--- src/source/lsu_pkg.sv ---
/*
  Load/store unit shared definitions
  Holds the width types, the access size and drain phase encodings, and the
  packed records that carry a formatted store and a forwarding reply between
  the formatter, the store buffer, the load forwarder and the data memory
*/
`default_nettype none

package lsu_pkg;

  // Physical address width the word address type is built from
  localparam int PHYS_W = 32;

  // Data word, byte lane mask and ROB tag
  typedef logic [31:0] word_t;
  typedef logic [3:0] bmask_t;
  typedef logic [4:0] rob_tag_t;

  // Word address, the byte offset bits are dropped
  typedef logic [PHYS_W-3:0] waddr_t;

  // Access size as decoded by the core
  typedef enum logic [1:0] {
    SIZE_BYTE = 2'd0,
    SIZE_HALF = 2'd1,
    SIZE_WORD = 2'd2
  } acc_size_e;

  // Drain phase of the data memory write port
  typedef enum logic {
    DRAIN_IDLE  = 1'b0,
    DRAIN_WRITE = 1'b1
  } drain_state_e;

  // One store after lane alignment, also reused for a formatted load
  typedef struct packed {
    waddr_t addr;
    word_t  data;
    bmask_t mask;
    logic   io;
  } store_req_t;

  // Answer of the store buffer to a load conflict lookup
  typedef struct packed {
    word_t  data;
    bmask_t mask;
    logic   hit;
    logic   resolvable;
  } fwd_reply_t;

endpackage

`default_nettype wire
--- src/source/data_mem.sv ---
/*
  Data memory with drain port
  A 64 word byte enabled array written by committed stores from the store
  buffer. Each drain takes two cycles, IO stores skip the array and pulse
  the external IO write port instead. Loads read the array combinationally
*/
`default_nettype none

module data_mem import lsu_pkg::*; (
  input  wire logic       core_clock_i,
  input  wire logic       rst_i,
  input  wire store_req_t wr_i,
  input  wire logic       wr_valid_i,
  output logic            wr_done_o,
  input  wire waddr_t     rd_addr_i,
  output word_t           rd_data_o,
  output logic            io_wr_valid_o,
  output waddr_t          io_wr_addr_o,
  output word_t           io_wr_data_o,
  output bmask_t          io_wr_mask_o
);

  localparam int DEPTH = 64;
  localparam int IDX_W = $clog2(DEPTH);

  word_t             mem_q [DEPTH];
  drain_state_e      state_q;
  drain_state_e      state_d;
  logic [IDX_W-1:0]  wr_idx;

  // Only the low word address bits index the array
  assign wr_idx = wr_i.addr[IDX_W-1:0];

  // Idle sees a pending drain, the write phase performs it
  always_comb begin
    state_d = state_q;
    case (state_q)
      DRAIN_IDLE:  if (wr_valid_i) state_d = DRAIN_WRITE;
      DRAIN_WRITE: state_d = DRAIN_IDLE;
      default:     state_d = DRAIN_IDLE;
    endcase
  end

  always_ff @(posedge core_clock_i) begin
    if (rst_i) begin
      state_q <= DRAIN_IDLE;
    end else begin
      state_q <= state_d;
    end
  end

  // Done tells the buffer to retire the entry at this edge
  assign wr_done_o = (state_q == DRAIN_WRITE) && wr_valid_i;

  always_ff @(posedge core_clock_i) begin
    if (rst_i) begin
      for (int i = 0; i < DEPTH; i++) begin
        mem_q[i] <= '0;
      end
    end else if (wr_done_o && !wr_i.io) begin
      for (int b = 0; b < 4; b++) begin
        if (wr_i.mask[b]) begin
          mem_q[wr_idx][8*b +: 8] <= wr_i.data[8*b +: 8];
        end
      end
    end
  end

  // IO strobe lasts one cycle after the write edge
  always_ff @(posedge core_clock_i) begin
    if (rst_i) begin
      io_wr_valid_o <= 1'b0;
    end else begin
      io_wr_valid_o <= wr_done_o & wr_i.io;
    end
  end

  always_ff @(posedge core_clock_i) begin
    if (wr_done_o) begin
      io_wr_addr_o <= wr_i.addr;
      io_wr_data_o <= wr_i.data;
      io_wr_mask_o <= wr_i.mask;
    end
  end

  assign rd_data_o = mem_q[rd_addr_i[IDX_W-1:0]];

endmodule

`default_nettype wire

--- config.mk ---
export PLATFORM = sky130hd
export DESIGN_NAME = data_mem
export DESIGN_NICKNAME = d
export VERILOG_FILES = /design/src/source/lsu_pkg.sv /design/src/source/data_mem.sv
export SDC_FILE = /design/constraint.sdc
export NUM_CORES = 2
export LEC_CHECK = 0
export ABC_CLOCK_PERIOD_IN_PS = 2450
export BUFFER_PORTS_ARGS = -buffer_cell sky130_fd_sc_hd__buf_2
export CAP_MARGIN = 20
export CORE_AREA = 4 4 427 429
export DETAILED_ROUTE_END_ITERATION = 10
export DIE_AREA = 0 0 431 433
export PLACE_DENSITY = 0.8
export SLEW_MARGIN = 20
export SYNTH_ARGS = -nofsm -noshare
export SYNTH_HDL_FRONTEND = slang
export SYNTH_SLANG_ARGS = --single-unit
--- constraint.sdc ---
create_clock -name core_clock_i -period 2.45 [get_ports core_clock_i]
set_input_delay 0.49 -clock core_clock_i [delete_from_list [all_inputs] [get_ports core_clock_i]]
set_output_delay 0.49 -clock core_clock_i [all_outputs]
set_load 0.05 [all_outputs]
==> metrics.txt <==
area delta synth->final=19.39%; Iteration-0 DRC Markers=12340; flip-flop and latch count after synthesis=2116; cells after synthesis=6512; Layout Cells excl Fill=9457; Final Hold Viols=0; cell-internal power=0.06229 W; Mapped Nets=6612; Tcrit/Tclk final=141.8%; H-tree depth=4; status=finished, violations left; All-Layer GR Usage=31.44%; GP Congestion=0.9157; met3 Use GR=7.529%; Die Area=186600 um^2; met2 usage=50.65%; Power Dens Cells=700.1 nW/um^2; setup_tns=-25290 ps; TritonCTS clock tree=built; Yosys warnings=0; Detailed Routing Iterations Pass 1=8; GRT overflow=0; pin count of the biggest net entering global routing=101; sequential share of the synthesized area=65.01%; # setup viols final=32; Leakage=50.40 nW; Boundary Pins=200; EDFF count, synth=2114; crit path time final=3474 ps; first-pass GRT wire length=437.1 mm; Worst-Skew Late Latency=860 ps; Nets=7021; Std-Cell Core Area=178200 um^2; Comb power frac=9.8%; Psw=0.01938 W; Vert. Die Dim=433 um; clock sink count=2116; Worst setup SP type=register; grt met1 use=39.75%; Mapped Area=97710 um^2; hpwl dp=193.9 mm; Routed WL=295.9 mm; register share of total power=50.6%; Critical Path End Type=output port; crit path max fanout=1; global route hottest layer=met2; RSZ-0062 raised after global routing=true; vias post-DR=65800; antenna violations before repair=10; top cells by area, synth=edfxtp_1, and3_1, mux4_2; Worst Clk Skew=23.59 ps; WP data required=1960 ps; Cells after DPL=9014; CTS buffer count=208; HP Class=input port to register; Post-synth ARST share=0%; Max rail drop VDD=0.7317 mV; Main synth FF type=edfxtp_1; CTS max path bufs=3; vias in the first global route=66000; Clock power frac=39.6%; end-of-flow core utilization=65.45%; DRC=0; synth unique cells=46; fillers=11100; Tot Pwr=0.08168 W; Sw Share=23.73%; relative slew slack=34.15%; Root Driver=clkbuf_16; Port Buffers=175; Arr. time, crit path=2980 ps; share of layout cells above drive strength 1=29.84%; dominant cell type by area after synthesis=edfxtp_1; max-slew violation count=0; post-route setup slack=-1024 ps; Antenna Violating Nets Remaining=0; Finished Cell Area=116700 um^2; Row Count=155; synthesized area per cell=15.00 um^2; total of max-cap violations=0; DR vias/cell=6.958; Wirelength per Cell=31.29 um; worst slew pin tran=987.8 ps; Worst Setup Path Type=register to output port; area post-placement=107700 um^2; Initial Util=54.82%; Max Freq=0.2879 GHz; Yosys top cell area share=64.97%; failing checks=negative setup slack; Die X=431 um; Worst-path clk slew=70 ps
## cells in the mapped netlist (46+ instances only)
cell and number:
nand3_1 52, buf_2 98, o22ai_1 60, mux4_2 483, nand4_1 46, and3_1 2070
clkbuf_1 703, a22oi_1 58, nor2_1 65, mux2i_1 78, edfxtp_1 2114, nand2_1 62
a21o_1 256
## critical path, cell delays in order (launching register included)
cell	delay, ps
edfxtp_1	400
mux4_2	480
nor2b_4	150
a2111oi_4	380
buf_4	230
o22ai_4	100
and3_4	230
buf_8	150
## metal layers
layer | wire [um] | share of wire [%] | vias to the layer above
li1 | - | - | 26540
met1 | 95670 | 32 | 32660
met2 | 142300 | 48 | 5534
met3 | 38770 | 13 | 1055
met4 | 19060 | 6.4 | 6
met5 | 37 | 0.013 | -
## final timing paths
path                             start                         end  slack (ps)  depth (start not counted)
max reg2reg         state_q$_SDFF_PP0_   mem_q[2][3]$_SDFFCE_PN0P_         210                          4
max          mem_q[0][0]$_SDFFCE_PN0P_                rd_data_o[0]       -1020                          7
min                           wr_i[23]  io_wr_data_o[18]$_DFFE_PN_         110                          2
min reg2reg         state_q$_SDFF_PP0_          state_q$_SDFF_PP0_         560                          1
## power groups by stage
| stage | Combinational, W | Sequential [W] | Clock [W] |
|---|---|---|---|
| after detailed placement | 0.00715 | 0.0421 | 0 |
| after global routing | 0.00819 | 0.0414 | 0.0340 |
| after global placement | 0.00703 | 0.0420 | 0 |
| after CTS | 0.00771 | 0.0413 | 0.0322 |
| final | 0.00800 | 0.0413 | 0.0323 |
| after floorplan | 0.00380 | 0.0420 | 0 |
## cell type report
cell class | count | area (um^2) | area share (%)
Clock buffer | 264 | 5456 | 4.677
Tap cell | 2355 | 2947 | 2.526
Timing Repair Buffer | 1099 | 11380 | 9.756
Antenna cell | 4 | 10.01 | 0.008580
Clock inverter | 123 | 1331 | 1.141
Multi-Input combinational cell | 3496 | 32010 | 27.44
Sequential cell | 2116 | 63520 | 54.45
## stage by stage
step	hold slack, ps	setup slack, ps
after global placement	450.7	-1618
after detailed placement	471.8	-1683
after floorplan	417.9	-299.4
after CTS	76.38	-1018
final	106.0	-1024
after global routing	106.9	-1016
## placed cells by master, fill, tap and decap left out, types with 12 or more instances in the layout
cell type	count
edfxtp_1	2114
o22ai_2	15
a21o_1	256
bufinv_16	22
nand4_1	46
and3_4	22
buf_6	24
dlygate4sd3_1	39
nand2b_1	14
nand3_1	50
nor2b_1	12
clkbuf_16	211
nand2_1	62
a22oi_2	17
mux4_2	483
o22ai_4	13
nor2b_4	18
mux2i_1	63
nor2_2	69
nor2_1	16
o22ai_1	32
clkbuf_1	53
o221ai_1	31
buf_12	232
mux2_2	18
clkinv_2	31
a22oi_1	41
and3_1	2048
buf_8	22
buf_4	632
clkinv_1	43
buf_2	138
a21oi_1	18
## what timing repair did
item / CTS / global route
gates cloned: 1 / 3
pin swaps: 87 / 57
setup endpoints to repair: 32 / 33
gates resized for setup: 278 / 54
endpoints found under the hold margin: 39 / 0
hold buffers: 39 / 0
buffers inserted: 16 / 9
## flip-flops by register name, summed over array words and instances (netlist names)
register and flops:
io_wr_valid_o 1, state_q 1, io_wr_data_o 32, io_wr_mask_o 4, mem_q 2048, io_wr_addr_o 30
## kinds of logic (layout without fill, tap and decap cells)
family          after synthesis  count (layout)  synth area share [%]
compound gates              508             508                 3.851
other cells                   0               4                     0
flops                      2116            2116                 65.01
mux                         584             584                 12.20
simple gates               2403            2404                 15.02
buf+inv                     901            1486                 3.922
No activity file was read; power rests on OpenSTA's default activity.
