**src/source/lsu_pkg.sv**
```systemverilog
/*
  Load/store unit shared definitions
  Holds the width types, the access size and drain phase encodings, and the
  packed records that carry a formatted store and a forwarding reply between
  the formatter, the store buffer, the load forwarder and the data memory
*/
`default_nettype none

package lsu_pkg;

  // Physical address width the word address type is built from
  localparam int PHYS_W = 32;

  // Data word, byte lane mask and ROB tag
  typedef logic [31:0] word_t;
  typedef logic [3:0] bmask_t;
  typedef logic [4:0] rob_tag_t;

  // Word address, the byte offset bits are dropped
  typedef logic [PHYS_W-3:0] waddr_t;

  // Access size as decoded by the core
  typedef enum logic [1:0] {
    SIZE_BYTE = 2'd0,
    SIZE_HALF = 2'd1,
    SIZE_WORD = 2'd2
  } acc_size_e;

  // Drain phase of the data memory write port
  typedef enum logic {
    DRAIN_IDLE  = 1'b0,
    DRAIN_WRITE = 1'b1
  } drain_state_e;

  // One store after lane alignment, also reused for a formatted load
  typedef struct packed {
    waddr_t addr;
    word_t  data;
    bmask_t mask;
    logic   io;
  } store_req_t;

  // Answer of the store buffer to a load conflict lookup
  typedef struct packed {
    word_t  data;
    bmask_t mask;
    logic   hit;
    logic   resolvable;
  } fwd_reply_t;

endpackage

`default_nettype wire
```
**src/source/load_forward.sv**
```systemverilog
/*
  Load forwarder
  Registers a formatted load, looks it up in the store buffer and reads the
  data memory in the following cycle, merges forwarded store bytes over
  memory bytes, and returns the result aligned to lane 0 or asks for a replay
*/
`default_nettype none

module load_forward import lsu_pkg::*; (
  input  wire logic       core_clock_i,
  input  wire logic       rst_i,
  input  wire logic       ld_en_i,
  input  wire store_req_t ld_req_i,
  input  wire logic       ld_misaligned_i,
  output waddr_t          lookup_addr_o,
  output bmask_t          lookup_mask_o,
  input  wire fwd_reply_t reply_i,
  output waddr_t          mem_addr_o,
  input  wire word_t      mem_data_i,
  output logic            ld_valid_o,
  output word_t           ld_data_o,
  output logic            ld_replay_o
);

  // Request stage
  logic       req_v_q;
  store_req_t req_q;
  logic       mis_q;

  word_t      merged;
  word_t      shifted;
  word_t      aligned;
  logic [1:0] lane_off;
  logic       replay;

  always_ff @(posedge core_clock_i) begin
    if (rst_i) begin
      req_v_q <= 1'b0;
    end else begin
      req_v_q <= ld_en_i;
    end
  end

  always_ff @(posedge core_clock_i) begin
    req_q <= ld_req_i;
    mis_q <= ld_misaligned_i;
  end

  // Buffer lookup and memory read share the registered word address
  assign lookup_addr_o = req_q.addr;
  assign lookup_mask_o = req_q.mask;
  assign mem_addr_o    = req_q.addr;

  // More than one store or an IO store in the way cannot be forwarded
  assign replay = mis_q | (reply_i.hit & ~reply_i.resolvable);

  always_comb begin
    for (int b = 0; b < 4; b++) begin
      if (reply_i.hit && reply_i.resolvable && reply_i.mask[b]) begin
        merged[8*b +: 8] = reply_i.data[8*b +: 8];
      end else begin
        merged[8*b +: 8] = mem_data_i[8*b +: 8];
      end
    end
  end

  // The lowest set mask bit is the byte offset of the load
  always_comb begin
    if (req_q.mask[0]) begin
      lane_off = 2'd0;
    end else if (req_q.mask[1]) begin
      lane_off = 2'd1;
    end else if (req_q.mask[2]) begin
      lane_off = 2'd2;
    end else begin
      lane_off = 2'd3;
    end
  end

  assign shifted = merged >> {lane_off, 3'b000};

  // Size comes back from the mask shape, upper bytes are zero filled
  always_comb begin
    if (&req_q.mask) begin
      aligned = shifted;
    end else if (req_q.mask == 4'b0011 || req_q.mask == 4'b1100) begin
      aligned = {16'h0000, shifted[15:0]};
    end else begin
      aligned = {24'h000000, shifted[7:0]};
    end
  end

  // Result stage, a replayed load returns zero
  always_ff @(posedge core_clock_i) begin
    if (rst_i) begin
      ld_valid_o  <= 1'b0;
      ld_replay_o <= 1'b0;
    end else begin
      ld_valid_o  <= req_v_q;
      ld_replay_o <= req_v_q & replay;
    end
  end

  always_ff @(posedge core_clock_i) begin
    ld_data_o <= replay ? '0 : aligned;
  end

endmodule

`default_nettype wire

```
**config.mk**
```make
export PLATFORM = sky130hd
export DESIGN_NAME = load_forward
export DESIGN_NICKNAME = d
export VERILOG_FILES = /design/src/source/lsu_pkg.sv /design/src/source/load_forward.sv
export SDC_FILE = /design/constraint.sdc
export NUM_CORES = 1
export LEC_CHECK = 0
export BUFFER_PORTS_ARGS = -buffer_cell sky130_fd_sc_hd__buf_2
export CORE_MARGIN = 2
export CORE_UTILIZATION = 28
export CTS_BUF_LIST = sky130_fd_sc_hd__clkbuf_8
export CTS_CLUSTER_SIZE = 30
export DETAILED_ROUTE_END_ITERATION = 8
export HOLD_SLACK_MARGIN = 0.05
export PLACE_DENSITY = 0.62
export SLEW_MARGIN = 20
export SYNTH_ARGS = -nofsm -noshare
export SYNTH_HDL_FRONTEND = slang
export SYNTH_SLANG_ARGS = --single-unit
```
**constraint.sdc**
```tcl
create_clock -name core_clock_i -period 4.2 [get_ports core_clock_i]
set_input_delay 0.42 -clock core_clock_i [delete_from_list [all_inputs] [get_ports core_clock_i]]
set_output_delay 0.42 -clock core_clock_i [all_outputs]
set_load 0.01 [all_outputs]
```
==> run_results.csv <==
group,metric,value,unit
final_layout,final_core_util,0.411,
placed_design,port_buffers,205,
clock_tree,post_cts_buffers,0,
sta,finalCritPeriodShare,0.493,
logic_synthesis,synth_cell_types,29,
clock_tree,postCtsHoldBufs,0,
worst_setup_path,crit_path_start_kind,"register",
worst_setup_path,path_cells,"inv_1, a21oi_2, mux2_2, o22ai_1",
grt,busiest_layer,"met2",
logic_synthesis,yosys.area.top_type_share,0.542,
clock_tree,cts_tree,"done",
grt,grt_pass1_vias,2147,
sta,tns,0,ns
sta,slew_headroom,0.470,
logic_synthesis,ys_warn_count,0,
grt,use_met2,0.252,
logic_synthesis,syn_inst,235,
sta,rsz0062_at_grt,"false",
logic_synthesis,yosysSeqAreaShare,0.542,
detailed_routing,vias,2253,
grt,antenna_found_initial,0,
die,die_width,100,um
die,die_area,10000,um^2
detailed_routing,route.detailed.drc,0,
clock_tree,clk_path_buf_depth,2,
sta,tightest_slew,0.795,ns
power,vdd_ir_drop_max,0.175,mV
die,core_area,9110,um^2
min_path,hold_path.class,"in2reg",
detailed_routing,viasPerCell,4.28,
power,total_power,0.00167,W
clock_tree,clock_latency,0.34,ns
grt,grt_pass1_wl,11100,um
clock_tree,ctsRootBufferMaster,"clkbuf_8",
clock_tree,cts_htree_levels,3,
detailed_routing,dr.pass1.iters,4,
power,power_density,446,nW/um^2
die,row_count,35,
final_layout,insertedDiodeCount,0,
final_layout,drive_gt1_frac,0.603,
clock_tree,cts_sinks,70,
worst_setup_path,end_kind,"register",
sta,min_period,2.07,ns
logic_synthesis,synth_area,2590,um^2
worst_setup_path,path_delay_family,"compound AO/OA/AOI/OAI gates",
placed_design,hpwl,5960,um
sta,fmax,483,MHz
worst_setup_path,path_max_fanout,15,
flow_run,max-cap-violations,0,
grt,overflow,0,
detailed_routing,avgRoutedWirePerCell,14.1,um
logic_synthesis,synth-seq-cells,70,
logic_synthesis,synth.largest_area_cell,"dfxtp_1",
worst_setup_path,crit_buf_inv,1,
worst_setup_path,worst_ep_arrival_time,2.33,ns
final_layout,n_fill_cell,919,
die,die_height,100,um
detailed_routing,drtIter0Drc,48,
grt,grt_max_degree,22,
detailed_routing,postRouteAntennaNets,0,
clock_tree,cts.clk_slew.worst_paths,0.08,ns
logic_synthesis,synth_area_per_cell,11.0,um^2
grt,grt.met1_usage,0.176,
final_layout,area_growth,44.8,%
outcome,outcome,"finished, final reports clean",
logic_synthesis,netlist_top_cells_area,"dfxtp_1 (54%), mux2_2 (10%), buf_4 (9.6%), mux2i_1 (6.2%), a21oi_1 (3.1%)",
final_layout,nets,553,
power,leakagePower,1.96,nW
grt,grt.total_usage,0.148,
sta,hold_viol_final,0,
sta,clock_skew,0.0100,ns
worst_setup_path,slowest_stage,"a21oi_2",
logic_synthesis,synth_fp_nets,376,
sta,slew_violations,0,
worst_setup_path,critical_path_required,4.46,ns
detailed_routing,routed_wl,7420,um
worst_setup_path,crit_type,"reg2reg",
sta,final-setup-viol-count,0,
worst_setup_path,cp_slowest_stage_delay,0.63,ns
grt,grtUsageMet3,0.0348,
clock_tree,cts_made_buffers,9,
placed_design,gp_congestion,0.748,
clock_tree,cts.repair.resized,0,
die,num_io_pins,239,
die,initial_core_util,0.284,
through the flow:
step	setup WS (ns)	instance area, um^2	std cells	hold WS (ns)
2_1_floorplan	2.59	2590	235	0.439
3_3_place_gp	2.18	3460	512	0.446
3_5_place_dp	2.14	3460	512	0.450
4_1_cts	2.11	3750	527	0.146
5_1_grt	1.95	3750	527	0.145
6_report	2.13	3750	527	0.172
worst register-to-register path: stages, from the launching register on:
cell and delay, ns:
dfxtp_1 0.62, inv_1 0.11, a21oi_2 0.64, mux2_2 0.45
o22ai_1 0.19
power by group:
part	switching (W)	total, W	internal, W
sequential	0.0000147	0.000707	0.000692
combinational	0.0000961	0.000196	0.000100
clock	0.000257	0.000769	0.000513
worst paths after layout:
check	to	slack [ns]	depth (start not counted)	start
setup / recovery	ld_data_o[0]$_SDFF_PP0_	2.13	4	lookup_mask_o[1]$_DFF_P_
hold / removal	lookup_addr_o[10]$_DFF_P_	0.17	1	ld_req_i[47]
setup reg to reg	ld_data_o[0]$_SDFF_PP0_	2.13	4	lookup_mask_o[1]$_DFF_P_
hold reg to reg	ld_valid_o$_SDFF_PP0_	0.46	1	req_v_q$_SDFF_PP0_
final cells by class:
class | count | area (um^2) | area share
sequential | 70 | 1400 | 0.374
timing repair buffer | 205 | 1030 | 0.274
multi-input combinational | 124 | 891 | 0.238
clock inverter | 6 | 159 | 0.0424
tap | 111 | 139 | 0.0371
clock buffer | 9 | 124 | 0.0331
inverter | 2 | 7.51 | 0.00200
Yosys cell counts:
cell type  instances
or3_1              1
nor3_1             1
and2_1             1
a21oi_1           16
o21ai_0            7
a21o_1             1
nand2b_1           1
or2_2              1
buf_6              2
or3b_1             1
buf_4             33
a21oi_2            1
nor2b_1            2
inv_2              1
inv_1              1
clkbuf_1           2
nor2_1            18
o211ai_1           1
o21ai_2            1
o22a_1             7
nand3_1            2
dfxtp_1           70
mux2_2            24
a211oi_1           1
mux2i_1           16
nand3_2            3
nand2_1           11
buf_2              2
o22ai_1            7
cells in the final DEF, fill, tap and decap left out:
| master | n |
|---|---|
| o22a_1 | 7 |
| or3_1 | 1 |
| o21ai_2 | 1 |
| clkinv_4 | 1 |
| nand2b_1 | 1 |
| nand3_1 | 2 |
| o22ai_1 | 7 |
| a21o_1 | 1 |
| inv_2 | 1 |
| inv_1 | 1 |
| nor3_1 | 1 |
| o21ai_0 | 7 |
| buf_2 | 205 |
| mux2i_1 | 16 |
| bufinv_16 | 5 |
| clkbuf_8 | 9 |
| and2_1 | 1 |
| or2_2 | 1 |
| nor2_1 | 18 |
| dfxtp_1 | 70 |
| nor2b_1 | 2 |
| a211oi_1 | 1 |
| a21oi_2 | 1 |
| a21oi_1 | 16 |
| nand3_2 | 3 |
| nand2_1 | 11 |
| o211ai_1 | 1 |
| or3b_1 | 1 |
| mux2_2 | 24 |
flip-flops by register name (all words and copies together) (netlist names):
signal         flops
ld_data_o         32
ld_replay_o        1
ld_valid_o         1
lookup_addr_o     30
lookup_mask_o      4
mis_q              1
req_v_q            1
logic make-up after synthesis:
logic type             after synthesis  synth area share
muxes                               40             0.166
DFF                                 70             0.542
AOI/OAI and AO/OA                   42             0.101
and+or+nand+nor                     42            0.0774
buffers and inverters               41             0.114
layer usage:
layer / up-vias / routed length [um]
met2: 122 / 3690
li1: 1129 / -
met5: - / 0
met3: 14 / 550
met4: 0 / 146
met1: 988 / 3030
No activity file was read; power rests on OpenSTA's default activity.
