## src/source/lsu_pkg.sv

```systemverilog
/*
  Load/store unit shared definitions
  Holds the width types, the access size and drain phase encodings, and the
  packed records that carry a formatted store and a forwarding reply between
  the formatter, the store buffer, the load forwarder and the data memory
*/
`default_nettype none

package lsu_pkg;

  // Physical address width the word address type is built from
  localparam int PHYS_W = 32;

  // Data word, byte lane mask and ROB tag
  typedef logic [31:0] word_t;
  typedef logic [3:0] bmask_t;
  typedef logic [4:0] rob_tag_t;

  // Word address, the byte offset bits are dropped
  typedef logic [PHYS_W-3:0] waddr_t;

  // Access size as decoded by the core
  typedef enum logic [1:0] {
    SIZE_BYTE = 2'd0,
    SIZE_HALF = 2'd1,
    SIZE_WORD = 2'd2
  } acc_size_e;

  // Drain phase of the data memory write port
  typedef enum logic {
    DRAIN_IDLE  = 1'b0,
    DRAIN_WRITE = 1'b1
  } drain_state_e;

  // One store after lane alignment, also reused for a formatted load
  typedef struct packed {
    waddr_t addr;
    word_t  data;
    bmask_t mask;
    logic   io;
  } store_req_t;

  // Answer of the store buffer to a load conflict lookup
  typedef struct packed {
    word_t  data;
    bmask_t mask;
    logic   hit;
    logic   resolvable;
  } fwd_reply_t;

endpackage

`default_nettype wire
```

## src/source/store_buffer.sv

```systemverilog
/*
  Speculative store buffer
  Keeps stores in program order in a shifting array that fills at the top
  and compacts toward entry 0. Commit pulses clear the speculative bit of
  the oldest stores, a flush drops the speculative ones, the oldest
  committed store is offered for draining, and loads are checked against
  every valid entry for byte overlap
*/
`default_nettype none

module store_buffer import lsu_pkg::*; #(
  parameter int ENTRIES = 10
) (
  input  wire logic       core_clock_i,
  input  wire logic       rst_i,
  input  wire logic       flush_i,
  input  wire logic       enq_i,
  input  wire store_req_t enq_req_i,
  input  wire rob_tag_t   enq_rob_i,
  output logic            full_o,
  output logic            complete_o,
  output rob_tag_t        complete_rob_o,
  input  wire logic       commit0_i,
  input  wire logic       commit1_i,
  input  wire waddr_t     lookup_addr_i,
  input  wire bmask_t     lookup_mask_i,
  output fwd_reply_t      reply_o,
  output store_req_t      drain_o,
  output logic            drain_valid_o,
  input  wire logic       drain_done_i,
  output logic            empty_o
);

  // Entry payload, index 0 is the oldest store
  store_req_t ent_q [ENTRIES];
  store_req_t ent_d [ENTRIES];

  logic [ENTRIES-1:0] vld_q;
  logic [ENTRIES-1:0] vld_d;
  logic [ENTRIES-1:0] spec_q;
  logic [ENTRIES-1:0] spec_d;

  // Per entry state after commit, flush and drain, before compaction
  logic [ENTRIES-1:0] vld_keep;
  logic [ENTRIES-1:0] spec_keep;

  logic [ENTRIES-1:0] shift;
  logic [ENTRIES-1:0] spec_first;
  logic [ENTRIES-1:0] spec_second;
  logic [ENTRIES-1:0] drain_sel;
  logic [ENTRIES-1:0] conflict;
  logic               conflict_one;
  logic               accept;
  store_req_t         hit_ent;

  assign full_o = &vld_q;

  // A store is taken only with room and no flush in the same cycle
  assign accept = enq_i & ~full_o & ~flush_i;

  // Stores finish execution as soon as they are buffered
  assign complete_o     = accept;
  assign complete_rob_o = enq_rob_i;

  // An entry moves down when a hole exists at or below it
  for (genvar i = 0; i < ENTRIES; i++) begin : g_shift
    assign shift[i] = ~(&vld_q[i:0]);
  end

  // Oldest two speculative entries for commit, oldest committed for drain
  always_comb begin
    spec_first  = '0;
    spec_second = '0;
    drain_sel   = '0;
    for (int i = 0; i < ENTRIES; i++) begin
      if (vld_q[i] && spec_q[i]) begin
        if (spec_first == '0) begin
          spec_first[i] = 1'b1;
        end else if (spec_second == '0) begin
          spec_second[i] = 1'b1;
        end
      end
      if (vld_q[i] && !spec_q[i] && drain_sel == '0) begin
        drain_sel[i] = 1'b1;
      end
    end
  end

  always_comb begin
    for (int i = 0; i < ENTRIES; i++) begin
      // Either pulse commits the oldest, both together commit the next one too
      spec_keep[i] = spec_q[i]
                   & ~(spec_first[i] & (commit0_i | commit1_i))
                   & ~(spec_second[i] & commit0_i & commit1_i);
      // Speculative entries die on flush, committed ones leave once drained
      vld_keep[i]  = vld_q[i]
                   & (spec_keep[i] ? ~flush_i : ~(drain_sel[i] & drain_done_i));
    end
  end

  // Compaction toward entry 0, new stores come in at the top
  always_comb begin
    for (int i = 0; i < ENTRIES - 1; i++) begin
      ent_d[i]  = shift[i] ? ent_q[i+1] : ent_q[i];
      vld_d[i]  = shift[i] ? vld_keep[i+1] : vld_keep[i];
      spec_d[i] = shift[i] ? spec_keep[i+1] : spec_keep[i];
    end
    ent_d[ENTRIES-1]  = shift[ENTRIES-1] ? enq_req_i : ent_q[ENTRIES-1];
    vld_d[ENTRIES-1]  = shift[ENTRIES-1] ? accept : vld_keep[ENTRIES-1];
    spec_d[ENTRIES-1] = shift[ENTRIES-1] ? 1'b1 : spec_keep[ENTRIES-1];
  end

  always_ff @(posedge core_clock_i) begin
    if (rst_i) begin
      vld_q  <= '0;
      spec_q <= '0;
    end else begin
      vld_q  <= vld_d;
      spec_q <= spec_d;
    end
  end

  always_ff @(posedge core_clock_i) begin
    ent_q <= ent_d;
  end

  // Same word and at least one shared byte lane
  for (genvar i = 0; i < ENTRIES; i++) begin : g_cmp
    assign conflict[i] = vld_q[i]
                       && (ent_q[i].addr == lookup_addr_i)
                       && |(ent_q[i].mask & lookup_mask_i);
  end

  // Forwarding is only safe from a single matching store
  assign conflict_one = |conflict && ((conflict & (conflict - 1'b1)) == '0);

  always_comb begin
    hit_ent = '0;
    drain_o = '0;
    // Later indices overwrite, so the youngest overlapping store wins
    for (int i = 0; i < ENTRIES; i++) begin
      if (conflict[i]) begin
        hit_ent = ent_q[i];
      end
      if (drain_sel[i]) begin
        drain_o = ent_q[i];
      end
    end
  end

  always_comb begin
    reply_o            = '0;
    reply_o.data       = hit_ent.data;
    reply_o.mask       = hit_ent.mask;
    reply_o.hit        = |conflict;
    // IO stores never forward, their side effects must reach the device
    reply_o.resolvable = conflict_one & ~hit_ent.io;
  end

  assign drain_valid_o = |drain_sel;

  // No committed store is left waiting for the memory
  assign empty_o = ~|(vld_q & ~spec_q);

endmodule

`default_nettype wire

```

## config.mk

```make
export PLATFORM = sky130hd
export DESIGN_NAME = store_buffer
export DESIGN_NICKNAME = d
export VERILOG_FILES = /design/src/source/lsu_pkg.sv /design/src/source/store_buffer.sv
export SDC_FILE = /design/constraint.sdc
export NUM_CORES = 2
export LEC_CHECK = 0
export BUFFER_PORTS_ARGS = -buffer_cell sky130_fd_sc_hd__buf_2
export CORE_ASPECT_RATIO = 1.25
export CORE_MARGIN = 2
export CORE_UTILIZATION = 45
export DETAILED_ROUTE_END_ITERATION = 10
export PLACE_DENSITY = 0.65
export SLEW_MARGIN = 20
export SYNTH_ARGS = -nofsm -noshare
export SYNTH_HDL_FRONTEND = slang
export SYNTH_SLANG_ARGS = --single-unit
```

## constraint.sdc

```tcl
create_clock -name core_clock_i -period 11.5 [get_ports core_clock_i]
set_clock_uncertainty 0.2 [all_clocks]
set_input_delay 1.15 -clock core_clock_i [delete_from_list [all_inputs] [get_ports core_clock_i]]
set_output_delay 1.15 -clock core_clock_i [all_outputs]
set_load 0.03 [all_outputs]
```

==> impl_metrics.env <==
export IMPL_end_kind="output pin"
export IMPL_pwr_density_cell_mw_per_mm2=155
export IMPL_antenna_left=0
export IMPL_finalMaxSlewViolations=0
export IMPL_clk_latency_ns=0.62
export IMPL_startpoint="lookup_addr_i[11]"
export IMPL_r2r_end="ent_q[93]"
export IMPL_ioPinCount=227
export IMPL_synthAdderAreaFrac=0.000707
export IMPL_synth_top_family_by_area="compound AO/OA/AOI/OAI gates"
export IMPL_grt_busiest_layer="met2"
export IMPL_switching_share=0.232
export IMPL_antenna_found_initial=2
export IMPL_synth_edf_count=670
export IMPL_die_x_um=242
export IMPL_grt_max_degree=76
export IMPL_nNetsFinal=2705
export IMPL_gr_total_overflow=0
export IMPL_cts_setup_buffers=0
export IMPL_drive_gt1_frac=0.152
export IMPL_hp_class="flop to flop"
export IMPL_start_util=0.453
export IMPL_rsz0062_at_grt="no"
export IMPL_status="finished clean"
export IMPL_drc=0
export IMPL_clockBufferDepth=3
export IMPL_use_met1=0.362
export IMPL_rows=109
export IMPL_cts_tree="yes"
export IMPL_grtUsageMet2=0.464
export IMPL_synth_ff_type="edfxtp_1"
export IMPL_combPwrFrac=0.048
export IMPL_core_area_mm2=0.0704
export IMPL_fmax_mhz=148
export IMPL_period_needed_ns=6.74
export IMPL_crit_fanout=31
export IMPL_vias=23335
export IMPL_numClockSinks=690
export IMPL_critPathLaunchType="input pin"
export IMPL_synth_compound_area_share=0.151
export IMPL_leakage_nw=13.3
export IMPL_worst_r2r_path_depth=8
export IMPL_syn_to_final_growth_pct=13.2
export IMPL_die_area_mm2=0.0730
export IMPL_setup_viol=0
export IMPL_worst_pin_slew_ns=1.10
export IMPL_holdCritStartpoint="ent_q[344]"
export IMPL_met3_usage=0.0465
export IMPL_hold_viol_final=0
export IMPL_mostFrequentLayoutCells="670 x edfxtp_1, 252 x nand2_1, 216 x buf_2"
export IMPL_place_area_mm2=0.0338
export IMPL_crit_arrival_ns=5.39
export IMPL_drtIter0Drc=3259
export IMPL_cts_root_buf="clkbuf_16"
export IMPL_ys_warn_count=0
export IMPL_max_slew_margin=0.265
export IMPL_cts_hold_buf=0
export IMPL_yosysUniqueCellTypes=67
export IMPL_critPathKind="input pin to output pin"
export IMPL_crit_end="reply_o[0]"
export IMPL_ir_drop_uv=141
export IMPL_p_switching_mw=1.29
export IMPL_wl_um=105000
export IMPL_stdcell_area_mm2=0.0361
export IMPL_grt_usage=0.281
export IMPL_fin_hold_ws_ns=0.271
export IMPL_place_congestion=0.916
export IMPL_max_cap_violations=0
export IMPL_synth_xor_area_share=0.0833
export IMPL_synth_simple_gate_area_frac=0.0895
export IMPL_dp_hpwl_um=68200
export IMPL_syn_nets=2559
export IMPL_reg2reg_slack_ns=7.10
export IMPL_drt_pass1_iterations=9
export IMPL_cts_buffers_inserted=73
export IMPL_die_h_um=302
export IMPL_port_buffers=216
export IMPL_path_clk_slew_ns=0.06
export IMPL_pwr_share_clk=0.413
export IMPL_placed_cells=3458
export IMPL_fin_crit_sh=0.586
export IMPL_internal_power_mw=4.28
export IMPL_timing_rr_start="vld_q[1]"
export IMPL_seq_power_share=0.539
export IMPL_final_common_cell="edfxtp_1"
export IMPL_synth_mux_area_frac=0.00271
export IMPL_syn_avg_cell_area_um2=13.0
export IMPL_ctsResizeCount=0
export IMPL_wire_per_inst_um=29.2
export IMPL_synth_cells=2445
export IMPL_synth_area_mm2=0.0319
export IMPL_ys_ff_latch=690
export IMPL_async_flop_share=0
export IMPL_htreeDepth=3
export IMPL_ys_seq_area_frac=0.644
export IMPL_via_per_inst=6.51
export IMPL_setup_tns_ns=0
export IMPL_first_global_vias=22829
export IMPL_final_cells=3585
export IMPL_diodes=0
export IMPL_grt_pass1_wl_um=153000
export IMPL_cp_required_ns=10.15
-- how the worst min path moves through the flow --
stage               depth (start not counted)    endpoint  slack, ns
floorplan                                   0  ent_q[370]       0.23
global placement                            0  ent_q[370]       0.24
detailed placement                          0  ent_q[370]       0.24
CTS                                         0  ent_q[589]       0.27
global route                                0  ent_q[424]       0.29
finish                                      0  ent_q[411]       0.27
-- critical path, stage by stage --
cell and delay [ns]:
buf_2 0.32, xor2_1 0.23, nor4_1 0.48, nand4_1 0.25, nor3_1 0.46, buf_4 0.32
nor2b_4 0.90, a21oi_1 0.08, o2111ai_1 0.17, nand4_1 0.15, a2111oi_2 0.55, buf_2 0.30
-- stage by stage --
step                worst slack (ns)  power (mW)   util
floorplan                       2.39        3.18      -
global placement                4.55        3.31  0.480
detailed placement              4.88        3.32  0.480
CTS                             4.83        5.60  0.512
global route                    4.72        5.72  0.512
finish                          4.76        5.57  0.512
-- area by class of cell --
class / count / area, um^2
clock buffer: 92 / 1920
inverter: 26 / 97.6
sequential: 690 / 20500
tap: 943 / 1180
fill: 6086 / 34300
multi-input combinational: 1543 / 10600
timing repair buffer: 257 / 1430
clock inverter: 34 / 307
-- synthesized netlist by cell type (all sizes together) (8+ instances only) --
library cell,count,area share
a21boi,37,0.0087
a21oi,103,0.016
a221o,30,0.0094
a221oi,137,0.038
a222oi,68,0.021
a22o,73,0.020
a22oi,56,0.013
buf,70,0.012
clkbuf,116,0.014
dfxtp,20,0.013
edfxtp,670,0.63
inv,26,0.0031
nand2,258,0.030
nand2b,9,0.0018
nand3,25,0.0039
nand4,89,0.017
nor2,129,0.015
nor2b,8,0.0016
nor3,18,0.0033
nor3b,8,0.0026
nor4,45,0.0088
o21ai,44,0.0073
o22ai,37,0.0075
xnor2,147,0.040
xor2,156,0.043
-- power groups by stage --
stage	logic (mW)	clock network [mW]	registers (mW)
2_1_floorplan	0.172	0	3.01
3_3_place_gp	0.265	0	3.04
3_5_place_dp	0.266	0	3.05
4_1_cts	0.268	2.33	3.00
5_1_grt	0.281	2.42	3.02
6_report	0.267	2.30	3.01
-- state kept, by name, indices dropped and copies added, names as in the netlist --
signal / cells
vld_q: 10
ent_q: 670
spec_q: 10
-- cells by family (layout without fill, tap and decap cells) --
kind of cell / Yosys count / in the layout
AND/OR/NAND/NOR: 609 / 609
XOR/XNOR: 303 / 303
multiplexers: 8 / 8
flip-flops: 690 / 690
buffers and inverters: 212 / 409
adder cells (fa/ha/maj): 2 / 2
AO/OA/AOI/OAI: 621 / 621
-- metal layers --
layer	vias to the layer above	wire length [um]
li1	9922	-
met1	11590	39200
met2	1563	50500
met3	256	9870
met4	4	5230
met5	-	25
Note: power is estimated with default switching activity, not from simulation.
