===== src/source/lsu_pkg.sv =====
/*
  Load/store unit shared definitions
  Holds the width types, the access size and drain phase encodings, and the
  packed records that carry a formatted store and a forwarding reply between
  the formatter, the store buffer, the load forwarder and the data memory
*/
`default_nettype none

package lsu_pkg;

  // Physical address width the word address type is built from
  localparam int PHYS_W = 32;

  // Data word, byte lane mask and ROB tag
  typedef logic [31:0] word_t;
  typedef logic [3:0] bmask_t;
  typedef logic [4:0] rob_tag_t;

  // Word address, the byte offset bits are dropped
  typedef logic [PHYS_W-3:0] waddr_t;

  // Access size as decoded by the core
  typedef enum logic [1:0] {
    SIZE_BYTE = 2'd0,
    SIZE_HALF = 2'd1,
    SIZE_WORD = 2'd2
  } acc_size_e;

  // Drain phase of the data memory write port
  typedef enum logic {
    DRAIN_IDLE  = 1'b0,
    DRAIN_WRITE = 1'b1
  } drain_state_e;

  // One store after lane alignment, also reused for a formatted load
  typedef struct packed {
    waddr_t addr;
    word_t  data;
    bmask_t mask;
    logic   io;
  } store_req_t;

  // Answer of the store buffer to a load conflict lookup
  typedef struct packed {
    word_t  data;
    bmask_t mask;
    logic   hit;
    logic   resolvable;
  } fwd_reply_t;

endpackage

`default_nettype wire

===== src/source/store_format.sv =====
/*
  Store and load formatter
  Turns a byte address, an access size and register data into a word
  address, a byte lane mask and lane replicated data, and flags accesses
  that cross their natural alignment
*/
`default_nettype none

module store_format import lsu_pkg::*; (
  input  wire word_t     addr_i,
  input  wire acc_size_e size_i,
  input  wire word_t     data_i,
  input  wire logic      io_i,
  output store_req_t     req_o,
  output logic           misaligned_o
);

  logic [1:0] offset;
  bmask_t     mask;
  word_t      lane_data;

  // Low address bits select the starting byte lane
  assign offset = addr_i[1:0];

  always_comb begin
    mask         = 4'b0000;
    lane_data    = data_i;
    misaligned_o = 1'b0;
    case (size_i)
      SIZE_BYTE: begin
        // A byte is copied into every lane, the mask picks the one written
        mask      = 4'b0001 << offset;
        lane_data = {4{data_i[7:0]}};
      end
      SIZE_HALF: begin
        mask         = 4'b0011 << offset;
        lane_data    = {2{data_i[15:0]}};
        // Odd halfword addresses would straddle two lane pairs
        misaligned_o = offset[0];
      end
      SIZE_WORD: begin
        mask         = 4'b1111;
        lane_data    = data_i;
        misaligned_o = (offset != 2'b00);
      end
      default: begin
        // Unused size code, refused like a misaligned access
        mask         = 4'b0000;
        misaligned_o = 1'b1;
      end
    endcase
  end

  always_comb begin
    req_o      = '0;
    req_o.addr = addr_i[PHYS_W-1:2];
    req_o.data = lane_data;
    req_o.mask = mask;
    req_o.io   = io_i;
  end

endmodule

`default_nettype wire


===== config.mk =====
export PLATFORM = sky130hd
export DESIGN_NAME = store_format
export DESIGN_NICKNAME = d
export VERILOG_FILES = /design/src/source/lsu_pkg.sv /design/src/source/store_format.sv
export SDC_FILE = /design/constraint.sdc
export NUM_CORES = 1
export LEC_CHECK = 0
export ABC_CLOCK_PERIOD_IN_PS = 2000
export BUFFER_PORTS_ARGS = -buffer_cell sky130_fd_sc_hd__buf_2
export CORE_UTILIZATION = 32
export DETAILED_ROUTE_END_ITERATION = 10
export GPL_TIMING_DRIVEN = 0
export PLACE_DENSITY = 0.89
export SYNTH_ARGS = -nofsm -noshare
export SYNTH_HDL_FRONTEND = slang
export SYNTH_SLANG_ARGS = --single-unit

===== constraint.sdc =====
create_clock -name vclk -period 2
set_input_delay 0.3 -clock vclk [all_inputs]
set_output_delay 0.3 -clock vclk [all_outputs]
set_load 0.05 [all_outputs]

==> results of run 1 <==
-- routing by layer --
layer | vias to the layer above | wire [um] | GRT usage (%)
met5 | - | 0 | 0
met4 | 0 | 2 | 0.439
met3 | 2 | 220 | 0.575
met2 | 67 | 1450 | 35.6
met1 | 427 | 944 | 16.5
li1 | 497 | - | -
-- worst max-delay path: stages --
cell	delay, ps
buf_6	130
nor2_8	200
mux2_2	360
buf_2	210
-- kinds of logic (layout without fill, tap and decap cells) --
logic type,count (synthesis),after routing,synth area share (%)
AOI/OAI and AO/OA,14,14,10.9
buffers and inverters,46,148,43.1
muxes,26,26,38.0
and+or+nand+nor,11,11,7.98
-- power by group --
part	switching, mW	leakage (nW)	internal (mW)
Combinational	0.425	0.861	0.198
Sequential	0	0	0
Clock	0	0	0
-- synth_stat cells (all sizes together) --
library cell / n / share of area, %
nor2: 1 / 2.4
o31ai: 1 / 0.89
buf: 45 / 43
mux2i: 10 / 12
o21ai: 9 / 5.3
nand2: 8 / 3.5
inv: 1 / 0.44
o21a: 1 / 0.89
nand4bb: 1 / 1.3
o311ai: 1 / 1.9
o22a: 1 / 1.0
nand2b: 1 / 0.74
o21bai: 1 / 0.89
mux2: 16 / 26
-- per-stage QoR --
| stage | utilization (%) | instance area, um^2 | cells |
|---|---|---|---|
| 6_report | 56.0 | 1400 | 229 |
| 5_1_grt | 56.0 | 1400 | 229 |
| 4_1_cts | 56.0 | 1400 | 229 |
| 3_5_place_dp | 56.0 | 1400 | 229 |
| 3_3_place_gp | 56.0 | 1400 | 229 |
| 2_1_floorplan | - | 852 | 97 |
-- final cells by class --
type | instances | area (um^2)
buffer | 45 | 362
fill | 236 | 1100
multi-input combinational | 51 | 487
inverter | 1 | 3.75
tap | 30 | 37.5
timing repair buffer | 102 | 510
-- worst min-delay path by stage --
stage                          start   endpoint  slack [ps]  cells after the start
after global placement    addr_i[31]  req_o[66]         900                      2
after CTS                       io_i   req_o[0]         900                      2
after global routing      addr_i[17]  req_o[52]         900                      2
after floorplan            addr_i[1]   req_o[1]         760                      1
final                           io_i   req_o[0]         900                      2
after detailed placement        io_i   req_o[0]         900                      2
==> results by group, run 1 <==
Status
  • Status: finished, final reports clean

STA
  • Final Hold Fails: 0
  • Total Neg Setup Slack: 0 ps
  • Max-slew headroom: 82.3%
  • Final Critical Period: 1510 ps
  • Actual slew at the worst max-slew pin: 267 ps
  • Final worst setup slack: 491 ps
  • Unrepaired setup endpoints after global routing: false
  • WHS: 901 ps
  • Final setup fails: 0
  • Part of the cycle the worst path needs: 75.5%
  • Fmax: 663 MHz
  • Max Slew Vio Count: 0

Drt
  • Via count: 993
  • Post-route DRC: 0
  • WL per Instance: 11.4 um
  • Via density per instance: 4.34
  • Final ANT Viol Nets: 0
  • Drt initial violations: 9
  • Router iterations before antenna repair: 4
  • DRT Wirelength: 2610 um

Global routing
  • Vias in the first global route: 807
  • Initial antenna violation count: 0
  • Largest net degree at the start of global routing: 11
  • GRT Overall Usage: 16.1%
  • Final global-route overflow total: 0
  • First-pass GRT wire length: 3460 um

Yosys
  • Synth Warn #: 0
  • Synthesized instance count: 97
  • Syn nets: 164
  • Post-synth cell types: 19
  • Mapped Area: 847 um^2
  • Post-synthesis sequential area ratio: 0%
  • Syn_area_per_cell: 8.73 um^2

Placed design
  • Detailed Place HPWL: 2330 um
  • # port buffers: 102
  • RePlAce Congestion: 0.663
  • Pre-CTS setup slack: 480 ps

Min path
  • Hold Path Class: primary input to output pin

Setup path
  • Critical path peak fanout: 8
  • Crit path from: size_i[0]
  • Kind of critical path: primary input to output pin
  • WP data required: 1700 ps
  • Crit path launch type: primary input
  • Worst path arrival time: 1210 ps
  • Worst setup EP type: output pin
  • Crit path capture: req_o[19]

Final layout
  • Area Overhead vs Synth: 65.3%
  • Antenna Cells: 0
  • Reg area: 0 um^2
  • Most frequent cells in the layout: 103 x buf_2, 39 x buf_4, 11 x mux2_4
  • # clk buffers: 0
  • Commonest non-fill, non-tap cell in the layout: buf_2
  • Share of post-route cells with drive strength above 1: 83.4%
  • Nets: 268
  • Num sequential: 0

Floorplan
  • CORE AREA: 2500 um^2
  • Die H: 53.5 um
  • I/O pins: 135
  • Die area: 2860 um^2
  • Starting Density: 33.9%
  • Die width: 53.5 um
  • Row count: 18

Flow run
  • Max Cap Viol: 0

Clock network
  • Postcts setup bufs: 0
  • Hold buffer count at CTS: 0
  • Post-cts resize count: 0

Power and ir drop
  • Overall power: 0.623 mW
  • Leakage: 0.861 nW
  • Power density over cell area: 445 nW/um^2
  • VDD IR max: 0.000310 V
(Power assumes the default switching activity.)
==> inputs of run 2 (changes only) <==
--- a/config.mk
+++ b/config.mk
@@ -5,12 +5,12 @@
 export SDC_FILE = /design/constraint.sdc
 export NUM_CORES = 1
 export LEC_CHECK = 0
-export ABC_CLOCK_PERIOD_IN_PS = 2000
+export ABC_CLOCK_PERIOD_IN_PS = 1500
 export BUFFER_PORTS_ARGS = -buffer_cell sky130_fd_sc_hd__buf_2
-export CORE_UTILIZATION = 32
+export CORE_UTILIZATION = 30
 export DETAILED_ROUTE_END_ITERATION = 10
 export GPL_TIMING_DRIVEN = 0
-export PLACE_DENSITY = 0.89
+export PLACE_DENSITY = 0.85
 export SYNTH_ARGS = -nofsm -noshare
 export SYNTH_HDL_FRONTEND = slang
 export SYNTH_SLANG_ARGS = --single-unit
==> constraint.sdc (replaced) <==
create_clock -name vclk -period 1.5
set_input_delay 0.225 -clock vclk [all_inputs]
set_output_delay 0.225 -clock vclk [all_outputs]
set_load 0.05 [all_outputs]
==> results by group, run 2 (same netlist as run 1, synthesis figures left out) <==
Flow run
  • Max Cap Viol: 0

Final layout
  • Antenna Cells: 0
  • Area Overhead vs Synth: 67.4%
  • Most frequent cells in the layout: 103 x buf_2, 39 x buf_4, 11 x mux2_4
  • Share of post-route cells with drive strength above 1: 84.4%
  • Num sequential: 0
  • # clk buffers: 0
  • Commonest non-fill, non-tap cell in the layout: buf_2
  • Nets: 268
  • Final cell utilization of the core: 55.2%
  • Reg area: 0 um^2

Setup path
  • Kind of critical path: primary input to output pin
  • Worst setup EP type: output pin
  • Crit path launch type: primary input
  • Critical path peak fanout: 8
  • WP data required: 1270 ps
  • Worst path arrival time: 1130 ps

Floorplan
  • I/O pins: 135
  • Die width: 55.1 um
  • Die area: 3040 um^2
  • Starting Density: 33.0%
  • Row count: 18
  • Die H: 55.1 um
  • CORE AREA: 2570 um^2

Drt
  • DRT Wirelength: 2660 um
  • Via count: 986
  • Final ANT Viol Nets: 0
  • Via density per instance: 4.31
  • Post-route DRC: 0
  • WL per Instance: 11.6 um
  • Drt initial violations: 6
  • Router iterations before antenna repair: 3

Placed design
  • RePlAce Congestion: 0.714
  • # port buffers: 102
  • Pre-CTS setup slack: 137 ps
  • Detailed Place HPWL: 2420 um

STA
  • Final Hold Fails: 0
  • Max-slew headroom: 82.5%
  • Actual slew at the worst max-slew pin: 264 ps
  • Max Slew Vio Count: 0
  • Total Neg Setup Slack: 0 ps
  • Unrepaired setup endpoints after global routing: false
  • Final setup fails: 0
  • Fmax: 739 MHz
  • Part of the cycle the worst path needs: 90.3%
  • Final Critical Period: 1350 ps
  • Final worst setup slack: 146 ps

Clock network
  • Post-cts resize count: 0
  • Postcts setup bufs: 0
  • Hold buffer count at CTS: 0

Global routing
  • Final global-route overflow total: 0
  • First-pass GRT wire length: 3450 um
  • Initial antenna violation count: 0
  • Vias in the first global route: 807
  • GRT Overall Usage: 15.3%
  • Largest net degree at the start of global routing: 11

Power and ir drop
  • Leakage: 0.869 nW
  • Power density over cell area: 590 nW/um^2
  • VDD IR max: 0.000438 V

Min path
  • Hold Path Class: primary input to output pin

Status
  • Status: finished, final reports clean
## run 2: final timing paths
path,startpoint,cells past startpoint,slack (ps),endpoint
worst max-delay path,size_i[0],4,150,req_o[16]
worst min-delay path,addr_i[12],2,750,req_o[47]
## run 2: metrics by stage
stage | instance area, um^2 | hold slack, ps | power (mW) | instances
after floorplan | 870 | 613 | 0.664 | 97
after global placement | 1420 | 752 | 0.836 | 229
after detailed placement | 1420 | 752 | 0.843 | 229
after CTS | 1420 | 752 | 0.844 | 229
after global routing | 1420 | 754 | 0.878 | 229
final | 1420 | 752 | 0.837 | 229
## run 2: worst max-delay path, cell delays in order
cell    delay [ps]
buf_6          130
nor2_8         200
mux2_2         360
buf_2          210
## run 2: layout make-up
cell class	count	area, um^2
tap	30	37.5
multi-input combinational	51	504
fill	244	1150
buffer	45	362
inverter	1	3.75
timing repair buffer	102	510
## run 2: where the power goes
| part | internal (mW) | switching (mW) | total, mW |
|---|---|---|---|
| sequential | 0 | 0 | 0 |
| combinational | 0.267 | 0.570 | 0.837 |
| clock | 0 | 0 | 0 |
| total | 0.267 | 0.570 | 0.837 |
## run 2: layer usage
layer  vias up  track usage [%]  wire length (um)
li1        502                -                 -
met1       419             16.7               943
met2        65             32.1              1500
met3         0             1.09               214
met4         0             1.67                 0
met5         -                0                 0
==> inputs of run 3 (changes only) <==
--- a/config.mk
+++ b/config.mk
@@ -7,6 +7,7 @@
 export LEC_CHECK = 0
 export ABC_CLOCK_PERIOD_IN_PS = 1500
 export BUFFER_PORTS_ARGS = -buffer_cell sky130_fd_sc_hd__buf_2
+export CORE_ASPECT_RATIO = 0.9
 export CORE_UTILIZATION = 30
 export DETAILED_ROUTE_END_ITERATION = 10
 export GPL_TIMING_DRIVEN = 0
==> results by group, run 3 (same netlist as run 1, synthesis figures left out) <==
Drt
  • Met2 routed WL: 1300 um
  • WL met3: 258 um
  • Top Layer Used: met3
  • WL per Instance: 10.8 um
  • Drt initial violations: 26
  • Via density per instance: 4.28
  • Router iterations before antenna repair: 9
  • Post-route DRC: 6
  • M1 wire length: 881 um
  • DRT Wirelength: 2440 um
  • Via count: 971
  • Final ANT Viol Nets: 0

Final layout
  • Cell Count, Final, Fillers Out: 227
  • Share of post-route cells with drive strength above 1: 84.4%
  • Most frequent cells in the layout: 103 x buf_2, 39 x buf_4, 11 x mux2_4
  • Num sequential: 0
  • Antenna Cells: 0
  • Nets: 268
  • Filler cell count: 248
  • Commonest non-fill, non-tap cell in the layout: buf_2
  • Area occupied by multi-input gates: 504 um^2
  • Reg area: 0 um^2
  • Area Overhead vs Synth: 67.1%
  • # clk buffers: 0

STA
  • Final Critical Period: 1350 ps
  • Unrepaired setup endpoints after global routing: false
  • Actual slew at the worst max-slew pin: 259 ps
  • Final Hold Fails: 0
  • Final setup fails: 0
  • Part of the cycle the worst path needs: 89.9%
  • Max-slew headroom: 82.8%
  • Fmax: 741 MHz
  • Max Slew Vio Count: 0
  • WHS: 751 ps
  • Final worst setup slack: 151 ps

Power and ir drop
  • Sw Ratio: 68.0%
  • Internal Power: 0.266 mW
  • Switch Pwr: 0.565 mW
  • Comb pwr share: 100.0%
  • VDD IR max: 0.000331 V
  • Power density over cell area: 588 nW/um^2
  • Clk pwr share: 0%
  • Seq pwr share: 0%
  • Leakage: 0.869 nW

Global routing
  • First-pass GRT wire length: 3470 um
  • Largest net degree at the start of global routing: 11
  • Vias in the first global route: 775
  • Initial antenna violation count: 0
  • Final global-route overflow total: 0
  • GRT Overall Usage: 14.2%

Setup path
  • Kind of critical path: primary input to output pin
  • Crit path launch type: primary input
  • Worst setup EP type: output pin
  • Critical path peak fanout: 8
  • Worst path arrival time: 1120 ps
  • WP data required: 1270 ps

Floorplan
  • Starting Density: 33.2%
  • CORE AREA: 2550 um^2
  • Die width: 58.0 um
  • Die H: 52.4 um
  • I/O pins: 135
  • Die area: 3040 um^2
  • Row count: 17

Clock network
  • Hold buffer count at CTS: 0
  • Postcts setup bufs: 0
  • Post-cts resize count: 0

Placed design
  • Detailed Place HPWL: 2180 um
  • RePlAce Congestion: 0.691
  • # port buffers: 102
  • Pre-CTS setup slack: 146 ps
  • Cells after DPL: 227

Min path
  • Hold-critical path depth: 2
  • Hold Path Class: primary input to output pin
  • Min-delay src: addr_i[12]
  • Worst Hold Path EP: req_o[47]

Flow run
  • Max Cap Viol: 0

Status
  • Failing checks: design-rule violations
  • Status: complete, but fails checks
-- run 3: cell counts in the layout (fill, tap and decap cells not counted) --
Identical to the previous run, type by type.
-- run 3: per-stage QoR --
stage	cell area (um^2)	util [%]	TNS (ps)	total power, mW
detailed placement	1420	55.4	0	0.838
finish	1420	55.4	0	0.832
CTS	1420	55.4	0	0.838
floorplan	870	-	-1170	0.664
global route	1420	55.4	0	0.871
global placement	1420	55.4	0	0.833
-- run 3: cell type report --
class / instances / share of cell area (%)
Tap cell: 28 / 2.48
Inverter: 1 / 0.265
Buffer: 45 / 25.6
Timing Repair Buffer: 102 / 36.1
Multi-Input combinational cell: 51 / 35.6
-- run 3: how the worst max path moves through the flow --
stage / endpoint / slack, ps / cells after the start / startpoint
after floorplan: req_o[29] / -310 / 3 / size_i[1]
after global placement: req_o[18] / 140 / 4 / size_i[0]
after detailed placement: req_o[15] / 150 / 4 / size_i[0]
after CTS: req_o[15] / 150 / 4 / size_i[0]
after global routing: req_o[15] / 110 / 4 / size_i[0]
final: req_o[15] / 150 / 4 / size_i[0]
-- run 3: power groups by stage --
stage | clock network (mW) | logic, mW | registers (mW)
floorplan | 0 | 0.664 | 0
global placement | 0 | 0.833 | 0
detailed placement | 0 | 0.838 | 0
CTS | 0 | 0.838 | 0
global route | 0 | 0.871 | 0
finish | 0 | 0.832 | 0
-- run 3: routing by layer --
layer / track usage [%] / up-vias
met5: 0 / -
met4: 0 / 0
met3: 1.48 / 0
met2: 28.9 / 65
met1: 16.6 / 408
li1: - / 498
-- run 3: critical path: stages --
cell	delay, ps
buf_6	130
nor2_8	200
mux2_2	350
buf_2	210
